===== src/logic/core_mem_pkg.sv =====
`default_nettype none

package core_mem_pkg;

    // fetch channel geometry
    localparam int ICACHE_NUM_REQS   = 1;
    localparam int ICACHE_WORD_SIZE  = 4;
    localparam int ICACHE_ADDR_WIDTH = 30;
    localparam int ICACHE_TAG_WIDTH  = 8;

    // data channel geometry
    localparam int DCACHE_NUM_REQS   = 4;
    localparam int DCACHE_WORD_SIZE  = 4;
    localparam int DCACHE_ADDR_WIDTH = 30;
    localparam int DCACHE_TAG_WIDTH  = 10;

    localparam int PERF_CTR_BITS  = 32;
    localparam int PERF_ADDR_BITS = 3;

    // counter-select addresses, anything else reads zero
    localparam logic [PERF_ADDR_BITS-1:0] PERF_IFETCHES   = 3'd0;
    localparam logic [PERF_ADDR_BITS-1:0] PERF_IFETCH_LAT = 3'd1;
    localparam logic [PERF_ADDR_BITS-1:0] PERF_LOADS      = 3'd2;
    localparam logic [PERF_ADDR_BITS-1:0] PERF_STORES     = 3'd3;
    localparam logic [PERF_ADDR_BITS-1:0] PERF_LOAD_LAT   = 3'd4;

    // one lane of a fetch request
    typedef struct packed {
        logic                            rw;
        logic [ICACHE_WORD_SIZE-1:0]     byteen;
        logic [ICACHE_ADDR_WIDTH-1:0]    addr;
        logic [ICACHE_WORD_SIZE*8-1:0]   data;
        logic [ICACHE_TAG_WIDTH-1:0]     tag;
    } icache_req_t;

    typedef struct packed {
        logic [ICACHE_WORD_SIZE*8-1:0]   data;
        logic [ICACHE_TAG_WIDTH-1:0]     tag;
    } icache_rsp_t;

    // one lane of a load/store request
    typedef struct packed {
        logic                            rw;
        logic [DCACHE_WORD_SIZE-1:0]     byteen;
        logic [DCACHE_ADDR_WIDTH-1:0]    addr;
        logic [DCACHE_WORD_SIZE*8-1:0]   data;
        logic [DCACHE_TAG_WIDTH-1:0]     tag;
    } dcache_req_t;

    typedef struct packed {
        logic [DCACHE_WORD_SIZE*8-1:0]   data;
        logic [DCACHE_TAG_WIDTH-1:0]     tag;
    } dcache_rsp_t;

    typedef logic [PERF_CTR_BITS-1:0] perf_ctr_t;

    // counters kept for one cache channel
    typedef struct packed {
        perf_ctr_t reads;
        perf_ctr_t writes;
        perf_ctr_t latency;
    } mem_perf_t;

endpackage

`default_nettype wire


===== src/logic/mem_traffic_monitor.sv =====
`timescale 1ns/1ps
`default_nettype none

module mem_traffic_monitor #(
    parameter int NUM_REQS = 1
) (
    input  wire                    clk,
    input  wire                    reset,

    // request channel tap
    input  wire [NUM_REQS-1:0]     req_valid,
    input  wire [NUM_REQS-1:0]     req_rw,
    input  wire [NUM_REQS-1:0]     req_ready,

    // response channel tap
    input  wire [NUM_REQS-1:0]     rsp_valid,
    input  wire [NUM_REQS-1:0]     rsp_ready,

    output core_mem_pkg::mem_perf_t perf
);
    import core_mem_pkg::*;

    logic [NUM_REQS-1:0] rd_fire;
    logic [NUM_REQS-1:0] wr_fire;
    logic [NUM_REQS-1:0] rsp_fire;

    perf_ctr_t rd_count;
    perf_ctr_t wr_count;
    perf_ctr_t rsp_count;

    // reads accepted by the cache whose response has not come back yet
    perf_ctr_t pending_reads;

    mem_perf_t perf_q;

    function automatic perf_ctr_t pop_count(input logic [NUM_REQS-1:0] bits);
        perf_ctr_t n;
        n = '0;
        for (int i = 0; i < NUM_REQS; i++) begin
            n = n + perf_ctr_t'(bits[i]);
        end
        return n;
    endfunction

    assign rd_fire  = req_valid & req_ready & ~req_rw;
    assign wr_fire  = req_valid & req_ready & req_rw;
    assign rsp_fire = rsp_valid & rsp_ready;

    assign rd_count  = pop_count(rd_fire);
    assign wr_count  = pop_count(wr_fire);
    assign rsp_count = pop_count(rsp_fire);

    // a read and its response may fire in the same cycle on different lanes
    always_ff @(posedge clk) begin
        if (reset) begin
            pending_reads <= '0;
        end else begin
            pending_reads <= pending_reads + rd_count - rsp_count;
        end
    end

    // latency integrates the outstanding count held during the cycle
    always_ff @(posedge clk) begin
        if (reset) begin
            perf_q <= '0;
        end else begin
            perf_q.reads   <= perf_q.reads + rd_count;
            perf_q.writes  <= perf_q.writes + wr_count;
            perf_q.latency <= perf_q.latency + pending_reads;
        end
    end

    assign perf = perf_q;

endmodule

`default_nettype wire


===== src/logic/perf_counter_read.sv =====
`timescale 1ns/1ps
`default_nettype none

module perf_counter_read (
    input  wire                                   clk,
    input  wire                                   reset,

    input  wire core_mem_pkg::mem_perf_t          icache_perf,
    input  wire core_mem_pkg::mem_perf_t          dcache_perf,

    // read request
    input  wire                                   perf_rd_valid,
    input  wire [core_mem_pkg::PERF_ADDR_BITS-1:0] perf_rd_addr,
    output logic                                  perf_rd_ready,

    // read response
    output logic                                  perf_rsp_valid,
    output core_mem_pkg::perf_ctr_t               perf_rsp_data,
    input  wire                                   perf_rsp_ready
);
    import core_mem_pkg::*;

    logic      rd_fire;
    perf_ctr_t sel_data;

    // one-entry response slot, refilled in the cycle it drains
    assign perf_rd_ready = ~perf_rsp_valid | perf_rsp_ready;
    assign rd_fire       = perf_rd_valid & perf_rd_ready;

    // fetch never writes so the ifetch count is the icache read count
    always_comb begin
        case (perf_rd_addr)
            PERF_IFETCHES:   sel_data = icache_perf.reads;
            PERF_IFETCH_LAT: sel_data = icache_perf.latency;
            PERF_LOADS:      sel_data = dcache_perf.reads;
            PERF_STORES:     sel_data = dcache_perf.writes;
            PERF_LOAD_LAT:   sel_data = dcache_perf.latency;
            default:         sel_data = '0;
        endcase
    end

    always_ff @(posedge clk) begin
        if (reset) begin
            perf_rsp_valid <= 1'b0;
        end else if (rd_fire) begin
            perf_rsp_valid <= 1'b1;
        end else if (perf_rsp_ready) begin
            perf_rsp_valid <= 1'b0;
        end
    end

    always_ff @(posedge clk) begin
        if (rd_fire) begin
            perf_rsp_data <= sel_data;
        end
    end

endmodule

`default_nettype wire


===== src/logic/core_mem_monitor.sv =====
`timescale 1ns/1ps
`default_nettype none

module core_mem_monitor (
    input  wire clk,
    input  wire reset,

    // fetch requests, core side in, cache side out
    input  wire [core_mem_pkg::ICACHE_NUM_REQS-1:0]                         icache_req_in_valid,
    input  wire core_mem_pkg::icache_req_t [core_mem_pkg::ICACHE_NUM_REQS-1:0] icache_req_in,
    output logic [core_mem_pkg::ICACHE_NUM_REQS-1:0]                        icache_req_in_ready,
    output logic [core_mem_pkg::ICACHE_NUM_REQS-1:0]                        icache_req_out_valid,
    output core_mem_pkg::icache_req_t [core_mem_pkg::ICACHE_NUM_REQS-1:0]   icache_req_out,
    input  wire [core_mem_pkg::ICACHE_NUM_REQS-1:0]                         icache_req_out_ready,

    // fetch responses, cache side in, core side out
    input  wire [core_mem_pkg::ICACHE_NUM_REQS-1:0]                         icache_rsp_in_valid,
    input  wire core_mem_pkg::icache_rsp_t [core_mem_pkg::ICACHE_NUM_REQS-1:0] icache_rsp_in,
    output logic [core_mem_pkg::ICACHE_NUM_REQS-1:0]                        icache_rsp_in_ready,
    output logic [core_mem_pkg::ICACHE_NUM_REQS-1:0]                        icache_rsp_out_valid,
    output core_mem_pkg::icache_rsp_t [core_mem_pkg::ICACHE_NUM_REQS-1:0]   icache_rsp_out,
    input  wire [core_mem_pkg::ICACHE_NUM_REQS-1:0]                         icache_rsp_out_ready,

    // load/store requests
    input  wire [core_mem_pkg::DCACHE_NUM_REQS-1:0]                         dcache_req_in_valid,
    input  wire core_mem_pkg::dcache_req_t [core_mem_pkg::DCACHE_NUM_REQS-1:0] dcache_req_in,
    output logic [core_mem_pkg::DCACHE_NUM_REQS-1:0]                        dcache_req_in_ready,
    output logic [core_mem_pkg::DCACHE_NUM_REQS-1:0]                        dcache_req_out_valid,
    output core_mem_pkg::dcache_req_t [core_mem_pkg::DCACHE_NUM_REQS-1:0]   dcache_req_out,
    input  wire [core_mem_pkg::DCACHE_NUM_REQS-1:0]                         dcache_req_out_ready,

    // load/store responses
    input  wire [core_mem_pkg::DCACHE_NUM_REQS-1:0]                         dcache_rsp_in_valid,
    input  wire core_mem_pkg::dcache_rsp_t [core_mem_pkg::DCACHE_NUM_REQS-1:0] dcache_rsp_in,
    output logic [core_mem_pkg::DCACHE_NUM_REQS-1:0]                        dcache_rsp_in_ready,
    output logic [core_mem_pkg::DCACHE_NUM_REQS-1:0]                        dcache_rsp_out_valid,
    output core_mem_pkg::dcache_rsp_t [core_mem_pkg::DCACHE_NUM_REQS-1:0]   dcache_rsp_out,
    input  wire [core_mem_pkg::DCACHE_NUM_REQS-1:0]                         dcache_rsp_out_ready,

    // counter-read port
    input  wire                                    perf_rd_valid,
    input  wire [core_mem_pkg::PERF_ADDR_BITS-1:0] perf_rd_addr,
    output logic                                   perf_rd_ready,
    output logic                                   perf_rsp_valid,
    output core_mem_pkg::perf_ctr_t                perf_rsp_data,
    input  wire                                    perf_rsp_ready
);
    import core_mem_pkg::*;

    logic [ICACHE_NUM_REQS-1:0] icache_req_rw;
    logic [DCACHE_NUM_REQS-1:0] dcache_req_rw;

    mem_perf_t icache_perf;
    mem_perf_t dcache_perf;

    // both channels pass straight through
    assign icache_req_out_valid = icache_req_in_valid;
    assign icache_req_out       = icache_req_in;
    assign icache_req_in_ready  = icache_req_out_ready;
    assign icache_rsp_out_valid = icache_rsp_in_valid;
    assign icache_rsp_out       = icache_rsp_in;
    assign icache_rsp_in_ready  = icache_rsp_out_ready;

    assign dcache_req_out_valid = dcache_req_in_valid;
    assign dcache_req_out       = dcache_req_in;
    assign dcache_req_in_ready  = dcache_req_out_ready;
    assign dcache_rsp_out_valid = dcache_rsp_in_valid;
    assign dcache_rsp_out       = dcache_rsp_in;
    assign dcache_rsp_in_ready  = dcache_rsp_out_ready;

    // gather the per-lane rw bits out of the request structs
    always_comb begin
        for (int i = 0; i < ICACHE_NUM_REQS; i++) begin
            icache_req_rw[i] = icache_req_in[i].rw;
        end
        for (int i = 0; i < DCACHE_NUM_REQS; i++) begin
            dcache_req_rw[i] = dcache_req_in[i].rw;
        end
    end

    mem_traffic_monitor #(
        .NUM_REQS (ICACHE_NUM_REQS)
    ) u_icache_perf (
        .clk       (clk),
        .reset     (reset),
        .req_valid (icache_req_in_valid),
        .req_rw    (icache_req_rw),
        .req_ready (icache_req_out_ready),
        .rsp_valid (icache_rsp_in_valid),
        .rsp_ready (icache_rsp_out_ready),
        .perf      (icache_perf)
    );

    mem_traffic_monitor #(
        .NUM_REQS (DCACHE_NUM_REQS)
    ) u_dcache_perf (
        .clk       (clk),
        .reset     (reset),
        .req_valid (dcache_req_in_valid),
        .req_rw    (dcache_req_rw),
        .req_ready (dcache_req_out_ready),
        .rsp_valid (dcache_rsp_in_valid),
        .rsp_ready (dcache_rsp_out_ready),
        .perf      (dcache_perf)
    );

    perf_counter_read u_perf_read (
        .clk            (clk),
        .reset          (reset),
        .icache_perf    (icache_perf),
        .dcache_perf    (dcache_perf),
        .perf_rd_valid  (perf_rd_valid),
        .perf_rd_addr   (perf_rd_addr),
        .perf_rd_ready  (perf_rd_ready),
        .perf_rsp_valid (perf_rsp_valid),
        .perf_rsp_data  (perf_rsp_data),
        .perf_rsp_ready (perf_rsp_ready)
    );

endmodule

`default_nettype wire


===== config.mk =====
export PLATFORM = sky130hd
export DESIGN_NAME = core_mem_monitor
export DESIGN_NICKNAME = d
export VERILOG_FILES = /design/src/logic/core_mem_pkg.sv /design/src/logic/mem_traffic_monitor.sv /design/src/logic/perf_counter_read.sv /design/src/logic/core_mem_monitor.sv
export SDC_FILE = /design/constraint.sdc
export NUM_CORES = 1
export LEC_CHECK = 0
export ABC_AREA = 1
export BUFFER_PORTS_ARGS = -buffer_cell sky130_fd_sc_hd__buf_2
export CAP_MARGIN = 20
export CORE_AREA = 2 2 496 498
export DETAILED_ROUTE_END_ITERATION = 8
export DIE_AREA = 0 0 498 500
export GPL_ROUTABILITY_DRIVEN = 1
export PLACE_DENSITY = 0.31
export SLEW_MARGIN = 20
export SYNTH_ARGS = -nofsm -noshare
export SYNTH_HDL_FRONTEND = slang
export SYNTH_SLANG_ARGS = --single-unit

===== constraint.sdc =====
create_clock -name clk -period 5.25 [get_ports clk]
set_input_delay 1.05 -clock clk [delete_from_list [all_inputs] [get_ports clk]]
set_output_delay 1.05 -clock clk [all_outputs]
set_load 0.01 [all_outputs]

==> flow_summary.json <==
{
  "hold_ws_ns": 0.4666,
  "multi_input_area_um2": 12120,
  "start_kind": "primary input",
  "drive_above_1_share_pct": 6.243,
  "antenna_found_initial": 4,
  "fin_crit_sh_pct": 74.35,
  "finClkSkew_ns": 0.06272,
  "grt_usage_pct": 8.779,
  "cts_buffers": 41,
  "vias_per_cell": 3.221,
  "grt_first_pass_wirelength_um": 157200,
  "p_per_area_nw_per_um2": 516.9,
  "die_area_um2": 249000,
  "p_clk_share_pct": 20.6,
  "internal-power_w": 0.006549,
  "ant_nets": 0,
  "die_y_um": 500,
  "status": "complete, no violations",
  "hpwl_um": 97040,
  "slew_headroom_pct": 31.26,
  "tightest_slew_ns": 1.029,
  "netlist_instances": 4018,
  "first_iter_violations": 1332,
  "ctsResizeCount": 0,
  "place_ws_ns": 0.6548,
  "nets": 4282,
  "initial_core_util_pct": 10.18,
  "r2r_cells": 15,
  "seq_area_frac_synth_pct": 21.98,
  "clkSlewWorstSetupHoldPaths_ns": 0.06,
  "dr.pass1.iters": 6,
  "setup-tns-final_ns": 0,
  "setup-violations-final": 0,
  "pwr-share-comb_pct": 56.6,
  "io_buffers": 90,
  "post-cts-setup-buffer-count": 0,
  "cts_tree": "yes",
  "critPathArrivalTime_ns": 4.36,
  "min_period_ns": 3.904,
  "hold_viol": 0,
  "synth_area_per_cell_um2": 6.188,
  "power.sequential.fraction_pct": 22.8,
  "routabilityCongestion": 0.8300,
  "ir_drop_mv": 0.1951,
  "design_area_um2": 26030,
  "worst_slack_ns": 1.346,
  "routed_wl_um": 113100,
  "ys.flop_type": "dfxtp_1",
  "syn_area_um2": 24860,
  "grt_max_degree": 85,
  "p_sw_w": 0.006902,
  "crit_start": "dcache_req_in_valid[0]",
  "grt_pass1_vias": 21060,
  "clockBufferDepth": 3,
  "overflow": 0,
  "nFillCells": 28720,
  "pin_count": 1263,
  "clock-sinks": 257,
  "final_util_pct": 10.65,
  "grt_setup_unrepaired": "false",
  "critical_path_class": "primary input to flip-flop",
  "fp-row-count": 182,
  "maxCapViolations": 0,
  "crit_end": "u_dcache_perf.pending_reads[28]",
  "async_flop_share_pct": 0,
  "synth.distinct_cells": 48,
  "routedWlPerCell_um": 16.73,
  "synth_edf_count": 32,
  "fp.dieW_um": 498,
  "r2r-end": "u_dcache_perf.pending_reads[28]",
  "maxSlewViolCount": 0,
  "p_leak_nw": 11.65,
  "drcViolationCount": 0,
  "root_buffer": "clkbuf_16",
  "cp_max_fo": 4,
  "post_dp_cell_area_um2": 24710,
  "worstSetupEndpointType": "flip-flop",
  "final_common_cell": "nand2_1",
  "fmax_mhz": 256.2,
  "worst_ep_required_time_ns": 5.70,
  "holdBufCountCts": 0,
  "syn-num-nets": 4788,
  "syn_to_final_growth_pct": 4.670,
  "r2r-start": "u_dcache_perf.pending_reads[1]",
  "htree_levels": 2,
  "swShare_pct": 51.31,
  "yosysWarningCount": 0,
  "hold_path.class": "flip-flop to flip-flop",
  "vias": 21770,
  "clock_latency_ns": 0.63,
  "mostFrequentLayoutCells": "1108 x nand2_1, 653 x inv_1, 346 x nor2_1",
  "synth-seq-cells": 257,
  "reg2reg_slack_ns": 1.82,
  "placeableCoreArea_um2": 244300,
  "regArea_um2": 5465
}
## through the flow
stage	std cells	total power [W]
after floorplan	4018	0.008831
after global placement	6689	0.01087
after detailed placement	6689	0.01085
after CTS	6760	0.01376
after global routing	6760	0.01501
final	6761	0.01345
## Yosys cell counts, types with 17 or more instances
| cell | n | share of area [%] |
|---|---|---|
| nand2_1 | 1108 | 17 |
| inv_1 | 653 | 9.9 |
| buf_4 | 611 | 18 |
| nor2_1 | 347 | 5.2 |
| a21oi_1 | 240 | 4.8 |
| dfxtp_1 | 225 | 18 |
| nand3_1 | 193 | 3.9 |
| ha_1 | 140 | 7.0 |
| o21ai_0 | 127 | 2.6 |
| nor3_1 | 64 | 1.3 |
| nand4_1 | 45 | 1.1 |
| edfxtp_1 | 32 | 3.9 |
| clkbuf_1 | 31 | 0.47 |
| a221oi_1 | 28 | 0.99 |
| and2_1 | 23 | 0.58 |
| inv_2 | 17 | 0.26 |
## cells by family after synthesis
logic type	count (synthesis)	share of synthesized area, %
simple gates	1836	30.72
buf+inv	1326	29.36
compound gates	435	9.501
flops	257	21.98
fa+ha+maj	152	8.011
xor+xnor	12	0.4227
## layout make-up
type                    instances  share of cell area (%)
diodes                          1                0.009615
well taps                    3220                   15.48
clock buffers                  59                   4.471
flip-flops and latches        257                   21.00
repair buffers                105                   2.173
clock inverters                12                  0.5625
multi-input cells            2435                   46.58
inverters                     672                   9.721
## worst max-delay path, cell delays in order
cell,delay (ns)
buf_2,0.09
nand2_1,0.08
nor2_1,0.21
ha_1,0.27
inv_1,0.07
fa_1,0.48
fa_1,0.46
inv_1,0.07
ha_1,0.18
inv_1,0.06
fa_1,0.40
inv_1,0.12
nand3_1,0.08
nand3_1,0.17
nand3_1,0.09
nand3_1,0.17
nand2_1,0.10
a21oi_1,0.16
nor2_1,0.06
## flip-flops by register name, indices dropped and copies added (netlist names)
register	cells
u_dcache_perf.pending_reads	32
u_dcache_perf.perf	96
u_icache_perf.pending_reads	32
u_icache_perf.perf	64
u_perf_read.perf_rsp_data	32
u_perf_read.perf_rsp_valid	1
## power groups by stage
stage | combinational (W) | sequential, W | clock (W)
5_1_grt | 0.00891 | 0.00314 | 0.00297
3_3_place_gp | 0.00771 | 0.00316 | 0
6_report | 0.00761 | 0.00307 | 0.00277
3_5_place_dp | 0.00769 | 0.00316 | 0
2_1_floorplan | 0.00610 | 0.00273 | 0
4_1_cts | 0.00774 | 0.00312 | 0.00291
## how the worst min path moves through the flow
stage	startpoint	endpoint	slack [ns]	depth (start not counted)
after floorplan	u_dcache_perf.perf[58]	u_dcache_perf.perf[58]	0.44	2
after global placement	u_dcache_perf.perf[58]	u_dcache_perf.perf[58]	0.45	2
after detailed placement	u_dcache_perf.perf[63]	u_dcache_perf.perf[63]	0.46	2
after CTS	u_dcache_perf.perf[63]	u_dcache_perf.perf[63]	0.47	2
after global routing	u_dcache_perf.perf[63]	u_dcache_perf.perf[63]	0.49	2
final	u_dcache_perf.perf[63]	u_dcache_perf.perf[63]	0.47	2
## per-layer routing
metal	global-route usage (%)	share of wire, %	vias to the layer above
met1	9.936	40	9572
met5	1.756	0.53	-
met3	5.319	14	258
met2	13.50	43	973
met4	2.619	2.9	16
li1	-	-	10960
No activity file was read; power rests on OpenSTA's default activity.
